`src/bg_pkg.sv`:
```
package bg_pkg;

    // visible screen
    localparam logic [10:0] hor_pixels = 11'd1024;
    localparam logic [10:0] ver_pixels = 11'd768;

    typedef logic [10:0] count_t;
    typedef logic [11:0] rgb_t;     // 4 bits each, r g b

    localparam rgb_t color_black    = 12'h0_0_0;
    localparam rgb_t color_yellow   = 12'hf_f_0;
    localparam rgb_t color_red      = 12'hf_0_0;
    localparam rgb_t color_green    = 12'h0_f_0;
    localparam rgb_t color_blue     = 12'h0_0_f;
    localparam rgb_t color_platform = 12'h1_1_1;
    localparam rgb_t color_grass    = 12'h0_b_0;
    localparam rgb_t color_wood     = 12'h8_5_2;
    localparam rgb_t color_roof     = 12'ha_1_0;
    localparam rgb_t color_wall     = 12'hc_c_c;
    localparam rgb_t color_glass    = 12'hd_d_f;
    localparam rgb_t color_door     = 12'h7_4_1;
    localparam rgb_t color_handle   = 12'he_e_e;
    localparam rgb_t color_sky      = 12'h0_a_f;

    typedef struct packed {
        count_t x_start;
        count_t x_end;
        count_t y_start;
        count_t y_end;
    } plat_rect_t;

    localparam int num_platforms = 6;

    localparam plat_rect_t platforms [num_platforms] = '{
        '{x_start: 11'd100, x_end: 11'd300,  y_start: 11'd450, y_end: 11'd470},
        '{x_start: 11'd400, x_end: 11'd600,  y_start: 11'd380, y_end: 11'd400},
        '{x_start: 11'd700, x_end: 11'd900,  y_start: 11'd450, y_end: 11'd470},
        '{x_start: 11'd200, x_end: 11'd400,  y_start: 11'd250, y_end: 11'd270},
        '{x_start: 11'd550, x_end: 11'd750,  y_start: 11'd180, y_end: 11'd200},
        '{x_start: 11'd800, x_end: 11'd1000, y_start: 11'd300, y_end: 11'd320}
    };

    // ground and fence
    localparam count_t grass_top       = 11'd550;
    localparam count_t fence_top       = 11'd300;
    localparam count_t fence_left      = 11'd1;
    localparam count_t fence_right     = 11'd500;
    localparam count_t fence_post_step = 11'd100;

    // house body
    localparam count_t house_left        = 11'd650;
    localparam count_t house_top         = 11'd250;
    localparam count_t house_roof_bottom = 11'd300;
    localparam count_t house_bottom      = 11'd550;

    localparam count_t window_left   = 11'd705;
    localparam count_t window_right  = 11'd825;
    localparam count_t window_top    = 11'd330;
    localparam count_t window_bottom = 11'd450;
    localparam count_t window_bar_x  = 11'd765;
    localparam count_t window_bar_y  = 11'd390;

    localparam count_t door_left         = 11'd910;
    localparam count_t door_top          = 11'd350;
    localparam count_t handle_top        = 11'd448;
    localparam count_t handle_bottom     = 11'd451;
    localparam count_t handle_x          = 11'd915;
    localparam count_t handle_bar_bottom = 11'd449;
    localparam count_t handle_bar_right  = 11'd925;

    // highest priority first
    typedef enum logic [2:0] {
        layer_blank,
        layer_border,
        layer_platform,
        layer_scenery,
        layer_house,
        layer_sky
    } layer_e;

endpackage
```
`src/vga_timing_if.sv`:
```
`timescale 1ns/1ps

interface vga_timing_if;
    import bg_pkg::*;

    count_t hcount;
    count_t vcount;
    logic   hsync;
    logic   vsync;
    logic   hblnk;
    logic   vblnk;

    modport compositor (
        input hcount,
        input vcount,
        input hsync,
        input vsync,
        input hblnk,
        input vblnk
    );

    // painters only need the position
    modport painter (
        input hcount,
        input vcount
    );

endinterface

```
`src/draw_bg.sv`:
```
`timescale 1ns/1ps

module draw_bg (
    input  logic           clk,
    input  logic           rst,
    input  bg_pkg::count_t hcount_in,
    input  bg_pkg::count_t vcount_in,
    input  logic           hsync_in,
    input  logic           vsync_in,
    input  logic           hblnk_in,
    input  logic           vblnk_in,
    output bg_pkg::count_t hcount_out,
    output bg_pkg::count_t vcount_out,
    output logic           hsync_out,
    output logic           vsync_out,
    output logic           hblnk_out,
    output logic           vblnk_out,
    output bg_pkg::rgb_t   rgb_out
);
    import bg_pkg::*;

    logic plat_hit;
    logic scen_hit;
    logic house_hit;
    rgb_t plat_rgb;
    rgb_t scen_rgb;
    rgb_t house_rgb;

    vga_timing_if pix_in ();

    assign pix_in.hcount = hcount_in;
    assign pix_in.vcount = vcount_in;
    assign pix_in.hsync  = hsync_in;
    assign pix_in.vsync  = vsync_in;
    assign pix_in.hblnk  = hblnk_in;
    assign pix_in.vblnk  = vblnk_in;

    platform_painter i_platform_painter (.pix(pix_in), .hit(plat_hit), .rgb(plat_rgb));

    scenery_painter i_scenery_painter (.pix(pix_in), .hit(scen_hit), .rgb(scen_rgb));

    house_painter i_house_painter (.pix(pix_in), .hit(house_hit), .rgb(house_rgb));

    bg_compositor i_bg_compositor (
        .clk        (clk),
        .rst        (rst),
        .pix        (pix_in),
        .plat_hit   (plat_hit),
        .plat_rgb   (plat_rgb),
        .scen_hit   (scen_hit),
        .scen_rgb   (scen_rgb),
        .house_hit  (house_hit),
        .house_rgb  (house_rgb),
        .hcount_out (hcount_out),
        .vcount_out (vcount_out),
        .hsync_out  (hsync_out),
        .vsync_out  (vsync_out),
        .hblnk_out  (hblnk_out),
        .vblnk_out  (vblnk_out),
        .rgb_out    (rgb_out)
    );

endmodule

```
`src/bg_compositor.sv`:
```
`timescale 1ns/1ps

module bg_compositor (
    input  logic              clk,
    input  logic              rst,
    vga_timing_if.compositor  pix,
    input  logic              plat_hit,
    input  bg_pkg::rgb_t      plat_rgb,
    input  logic              scen_hit,
    input  bg_pkg::rgb_t      scen_rgb,
    input  logic              house_hit,
    input  bg_pkg::rgb_t      house_rgb,
    output bg_pkg::count_t    hcount_out,
    output bg_pkg::count_t    vcount_out,
    output logic              hsync_out,
    output logic              vsync_out,
    output logic              hblnk_out,
    output logic              vblnk_out,
    output bg_pkg::rgb_t      rgb_out
);
    import bg_pkg::*;

    layer_e layer;
    rgb_t   border_rgb;
    logic   on_border;
    rgb_t   rgb_nxt;

    // border sides, top and bottom take the corners
    always_comb begin
        on_border  = 1'b1;
        border_rgb = color_black;
        if (pix.vcount == '0) begin
            border_rgb = color_yellow;
        end else if (pix.vcount == ver_pixels - 11'd1) begin
            border_rgb = color_red;
        end else if (pix.hcount == '0) begin
            border_rgb = color_green;
        end else if (pix.hcount == hor_pixels - 11'd1) begin
            border_rgb = color_blue;
        end else begin
            on_border = 1'b0;
        end
    end

    always_comb begin
        if (pix.hblnk || pix.vblnk) begin
            layer = layer_blank;
        end else if (on_border) begin
            layer = layer_border;
        end else if (plat_hit) begin
            layer = layer_platform;
        end else if (scen_hit) begin
            layer = layer_scenery;
        end else if (house_hit) begin
            layer = layer_house;
        end else begin
            layer = layer_sky;
        end
    end

    always_comb begin
        case (layer)
            layer_blank:    rgb_nxt = color_black;
            layer_border:   rgb_nxt = border_rgb;
            layer_platform: rgb_nxt = plat_rgb;
            layer_scenery:  rgb_nxt = scen_rgb;
            layer_house:    rgb_nxt = house_rgb;
            default:        rgb_nxt = color_sky;
        endcase
    end

    // one pixel of delay for colour and timing alike
    always_ff @(posedge clk) begin
        if (rst) begin
            hcount_out <= '0;
            vcount_out <= '0;
            hsync_out  <= 1'b0;
            vsync_out  <= 1'b0;
            hblnk_out  <= 1'b0;
            vblnk_out  <= 1'b0;
            rgb_out    <= '0;
        end else begin
            hcount_out <= pix.hcount;
            vcount_out <= pix.vcount;
            hsync_out  <= pix.hsync;
            vsync_out  <= pix.vsync;
            hblnk_out  <= pix.hblnk;
            vblnk_out  <= pix.vblnk;
            rgb_out    <= rgb_nxt;
        end
    end

endmodule

```
`src/house_painter.sv`:
```
`timescale 1ns/1ps

module house_painter (
    vga_timing_if.painter pix,
    output logic          hit,
    output bg_pkg::rgb_t  rgb
);
    import bg_pkg::*;

    logic in_window;
    logic window_line;
    logic in_door;
    logic on_handle;

    assign hit = (pix.vcount >= house_top) && (pix.vcount <= house_bottom) &&
                 (pix.hcount >= house_left) && (pix.hcount <= hor_pixels - 11'd1);

    assign in_window = (pix.hcount >= window_left) && (pix.hcount <= window_right) &&
                       (pix.vcount >= window_top) && (pix.vcount <= window_bottom);

    // frame plus the cross bars
    assign window_line = (pix.hcount == window_left) || (pix.hcount == window_right) ||
                         (pix.vcount == window_top) || (pix.vcount == window_bottom) ||
                         (pix.hcount == window_bar_x) || (pix.vcount == window_bar_y);

    assign in_door = (pix.hcount >= door_left) && (pix.vcount >= door_top) &&
                     (pix.vcount < house_bottom);

    // short stem and a bar going right
    assign on_handle = ((pix.vcount >= handle_top) && (pix.vcount <= handle_bottom) &&
                        (pix.hcount == handle_x)) ||
                       ((pix.vcount >= handle_top) && (pix.vcount <= handle_bar_bottom) &&
                        (pix.hcount >= handle_x) && (pix.hcount <= handle_bar_right));

    always_comb begin
        if (pix.vcount < house_roof_bottom) begin
            rgb = color_roof;
        end else if ((pix.hcount == house_left) || (pix.vcount == house_roof_bottom)) begin
            rgb = color_black;  // outline
        end else if (in_window) begin
            rgb = window_line ? color_black : color_glass;
        end else if (in_door) begin
            if ((pix.hcount == door_left) || (pix.vcount == door_top)) begin
                rgb = color_black;
            end else if (on_handle) begin
                rgb = color_handle;
            end else begin
                rgb = color_door;
            end
        end else begin
            rgb = color_wall;
        end
    end

endmodule

```
`src/scenery_painter.sv`:
```
`timescale 1ns/1ps

module scenery_painter (
    vga_timing_if.painter pix,
    output logic          hit,
    output bg_pkg::rgb_t  rgb
);
    import bg_pkg::*;

    logic in_grass;
    logic in_fence;
    logic fence_line;

    assign in_grass = (pix.vcount >= grass_top) &&
                      (pix.vcount <= ver_pixels - 11'd1) &&
                      (pix.hcount != '0) &&
                      (pix.hcount <= hor_pixels - 11'd1);

    assign in_fence = (pix.vcount >= fence_top) &&
                      (pix.vcount < grass_top) &&
                      (pix.hcount >= fence_left) &&
                      (pix.hcount <= fence_right);

    // end posts, inner posts and the base line
    assign fence_line = (pix.hcount == fence_left) ||
                        (pix.hcount == fence_right) ||
                        ((pix.hcount % fence_post_step) == '0) ||
                        (pix.vcount == grass_top - 11'd1);

    always_comb begin
        hit = 1'b0;
        rgb = color_black;
        if (in_grass) begin
            hit = 1'b1;
            if (pix.vcount == grass_top) begin
                rgb = color_black;  // outline on top of the grass
            end else begin
                rgb = color_grass;
            end
        end else if (in_fence) begin
            hit = 1'b1;
            if (fence_line) begin
                rgb = color_black;
            end else begin
                rgb = color_wood;
            end
        end
    end

endmodule

```
`src/platform_painter.sv`:
```
`timescale 1ns/1ps

module platform_painter (
    vga_timing_if.painter pix,
    output logic          hit,
    output bg_pkg::rgb_t  rgb
);
    import bg_pkg::*;

    logic body_hit;
    logic bevel_hit;

    // strictly inside any rectangle
    always_comb begin
        body_hit = 1'b0;
        for (int i = 0; i < num_platforms; i++) begin
            if ((pix.hcount > platforms[i].x_start) &&
                (pix.hcount < platforms[i].x_end) &&
                (pix.vcount > platforms[i].y_start) &&
                (pix.vcount < platforms[i].y_end)) begin
                body_hit = 1'b1;
            end
        end
    end

    // three rows on top, each shifted one pixel further right
    always_comb begin
        bevel_hit = 1'b0;
        for (int i = 0; i < num_platforms; i++) begin
            for (int k = 0; k < 3; k++) begin
                if ((pix.vcount == platforms[i].y_start - k) &&
                    (pix.hcount > platforms[i].x_start + k + 1) &&
                    (pix.hcount < platforms[i].x_end + k + 1)) begin
                    bevel_hit = 1'b1;
                end
            end
        end
    end

    always_comb begin
        hit = body_hit || bevel_hit;
        if (body_hit) begin
            rgb = color_platform;  // body beats another platform's bevel
        end else begin
            rgb = color_black;
        end
    end

endmodule

```
`config.mk`:
```
export PLATFORM = sky130hd
export DESIGN_NAME = draw_bg
export DESIGN_NICKNAME = d
export VERILOG_FILES = /design/src/bg_pkg.sv /design/src/vga_timing_if.sv /design/src/draw_bg.sv /design/src/bg_compositor.sv /design/src/house_painter.sv /design/src/scenery_painter.sv /design/src/platform_painter.sv
export SDC_FILE = /design/constraint.sdc
export NUM_CORES = 1
export LEC_CHECK = 0
export BUFFER_PORTS_ARGS = -buffer_cell sky130_fd_sc_hd__buf_4
export CAP_MARGIN = 15
export CORE_MARGIN = 5
export CORE_UTILIZATION = 60
export CTS_BUF_LIST = sky130_fd_sc_hd__clkbuf_8 sky130_fd_sc_hd__clkbuf_16
export DETAILED_ROUTE_END_ITERATION = 16
export PLACE_DENSITY = 0.85
export SLEW_MARGIN = 30
export SYNTH_ARGS = -nofsm -noshare
export SYNTH_HDL_FRONTEND = slang
export SYNTH_SLANG_ARGS = --single-unit
```
`constraint.sdc`:
```
create_clock -name clk -period 7.7 [get_ports clk]
set_input_delay 0.385 -clock clk [delete_from_list [all_inputs] [get_ports clk]]
set_output_delay 0.385 -clock clk [all_outputs]
set_load 0.005 [all_outputs]
```
==> impl_metrics.toml <==
[floorplanning]
dieArea_um2 = 8823
die_x_um = 93.93
initial_core_util_pct = 61.87
rows = 30
num_io_pins = 66
core_area_um2 = 6832
die_y_um = 93.93

[yosys]
yosysWarnings = 0
synth_top_flop_cell = "dfxtp_1"
synth-edff-count = 0
synthesis.nets = 626
avgSynthCellArea_um2 = 7.068
synth_most_common_cell = "nor2_1"
ys_types = 86
ys_ff_latch = 37
synth_area_um2 = 4227
synth_top_area_share_pct = 17.53
yosys-top-cells-area = "dfxtp_1 18%, nor2_1 5.0%, a21oi_1 4.6%, nand2_1 3.9%, nor2b_1 3.8%"
yosys.area.top_type = "dfxtp_1"
synth_common_cells = "56 x nor2_1, 44 x nand2_1, 39 x a21oi_1"
synth-async-reset-ratio_pct = 0
seq_area_frac_synth_pct = 17.53
syn-instance-count = 598

[timing]
final.setup.tns_ps = 0
rsz0062_at_grt = "no"
fmax_ghz = 0.2959
finalHoldViolCount = 0
tightest_slew_ps = 959.2
timing.final.max_slew_violations = 0
max_slew_margin_pct = 35.46
finalSetupViolations = 0
hold_ws_ps = 304.1
finalCriticalPeriod_ps = 3379
fin_crit_sh_pct = 43.89

[clocking]
clockBufferDepth = 2
holdBufCountCts = 0
clock_sinks = 37
cts_buffers = 5
cts.clk_slew.worst_paths_ps = 70
postCtsSetupRepairBufs = 0
htreeDepth = 2
ctsResizeCount = 0
root_buffer = "clkbuf_8"
cts_tree = "yes"

[setup_path]
cp_common_cell = "a21oi_1"
critical_path_class = "input port to register"
cp.arrival_ps = 3590
critPathTopFamily = "compound AO/OA/AOI/OAI gates"
crit_buf_inv = 1
crit_start = "hcount_in[10]"
cpMaxStageDelayCell = "nor3b_1"
cp-start-kind = "input port"
worst-path-max-fanout = 50
critPathCapture = "i_bg_compositor.rgb_out[11]"
endpoint_kind = "register"
crit_chain = "buf_4 -> o21ai_0 -> a2bb2oi_1 -> nor3b_1 -> o31ai_1 -> a21oi_1 -> nand3_1 -> a21oi_1 -> mux2i_1 -> o21ai_2 -> a31oi_1"
crit_cells = 11
critPathRequiredTime_ps = 7910
cp_slowest_stage_delay_ps = 710

[routing]
wl_per_cell_um = 23.01
drt_pass1_iterations = 6
ant_nets = 0
wl_um = 16320
via_count = 5375
drcViolationCount = 0
routed_via_density = 7.581
drtIter0Drc = 1218

[placed_design]
place_area_um2 = 4563
hpwl_um = 11570
gp_congestion = 1.110
dpl.cell_count = 701
io_buffers = 65

[global_route]
grt-busiest-layer = "met2"
grt_pass1_vias = 4699
grtUsageMet3_pct = 8.013
grt_start_max_net_pins = 51
grt-ovfl-total = 0
use_met1_pct = 46.64
met2_usage_pct = 55.82
grt_pass1_wl_um = 24910
grt_usage_pct = 35.41
antenna_found_initial = 0

[final_layout]
area_growth_pct = 10.01
fin_area_um2 = 4649
drive_gt1_share_pct = 17.78
final_cells = 709
num-fill-cells = 595
fin_nets = 640
num_antenna_cells = 0

[hold_path]
hp-class = "input port to register"

[status]
status = "finished, final reports clean"

[power_and_ir_drop]
p_per_area_nw_per_um2 = 115.8
peakVddDrop_mv = 0.06785
p_leak_nw = 1.651

[run]
cap_violations = 0
## metal layers
| metal | part of all wire [%] | vias up |
|---|---|---|
| li1 | - | 2334 |
| met1 | 38 | 2449 |
| met2 | 44 | 513 |
| met3 | 14 | 79 |
| met4 | 4.0 | 0 |
| met5 | 0 | - |
## cell families after synthesis
kind of cell / Yosys count / synth area share, %
compound gates: 183 / 32.03
xor+xnor: 2 / 0.4145
buf+inv: 67 / 7.223
flops: 37 / 17.53
mux: 2 / 0.4737
simple gates: 307 / 42.33
## through the flow
step	utilization, %	setup slack (ps)	power (mW)
finish	68.06	4321	0.5382
detailed placement	66.79	4207	0.3973
floorplan	-	4818	0.3393
global route	68.06	4053	0.5554
global placement	66.79	4366	0.3937
CTS	68.06	4469	0.5264
## state kept, by name (all words and copies together), names as in the netlist
name                        cells
i_bg_compositor.hcount_out     11
i_bg_compositor.rgb_out        11
i_bg_compositor.vcount_out     11
i_bg_compositor.hblnk_out       1
i_bg_compositor.hsync_out       1
i_bg_compositor.vblnk_out       1
i_bg_compositor.vsync_out       1
## worst min path at each step
stage	startpoint	to	slack [ps]	depth (start not counted)
floorplan	rst	i_bg_compositor.vcount_out[0]	460	1
global placement	hsync_in	i_bg_compositor.hsync_out	600	2
detailed placement	hsync_in	i_bg_compositor.hsync_out	610	2
CTS	hsync_in	i_bg_compositor.hsync_out	310	2
global route	vblnk_in	i_bg_compositor.vblnk_out	330	2
finish	hsync_in	i_bg_compositor.hsync_out	300	2
## where the power goes
| part | total [mW] | switching (mW) | internal [mW] |
|---|---|---|---|
| sequential | 0.203 | 0.00281 | 0.200 |
| clock | 0.135 | 0.0721 | 0.0624 |
| combinational | 0.201 | 0.131 | 0.0702 |
| total | 0.538 | 0.205 | 0.333 |
## cell usage in the layout, fill, tap and decap left out, types with 13 or more instances in the layout
master	Yosys	final
nand2_1	44	44
nor3_1	20	20
a21oi_1	39	39
nand3_1	21	21
o211ai_1	13	13
nor2b_1	26	26
nand2b_1	13	13
nand4_1	18	18
buf_4	5	65
dfxtp_1	37	37
o21ai_0	18	18
nor4_1	16	16
nor2_1	56	56
## cell type report
type	count	area [µm²]	area share, %
Multi-Input combinational cell	494	3181	68.41
Timing Repair Buffer	65	488.0	10.50
Inverter	9	33.78	0.7266
Clock inverter	3	17.52	0.3767
Sequential cell	37	740.7	15.93
Clock buffer	5	68.82	1.480
Tap cell	96	120.1	2.583
Power figures use the tool's default switching activity.
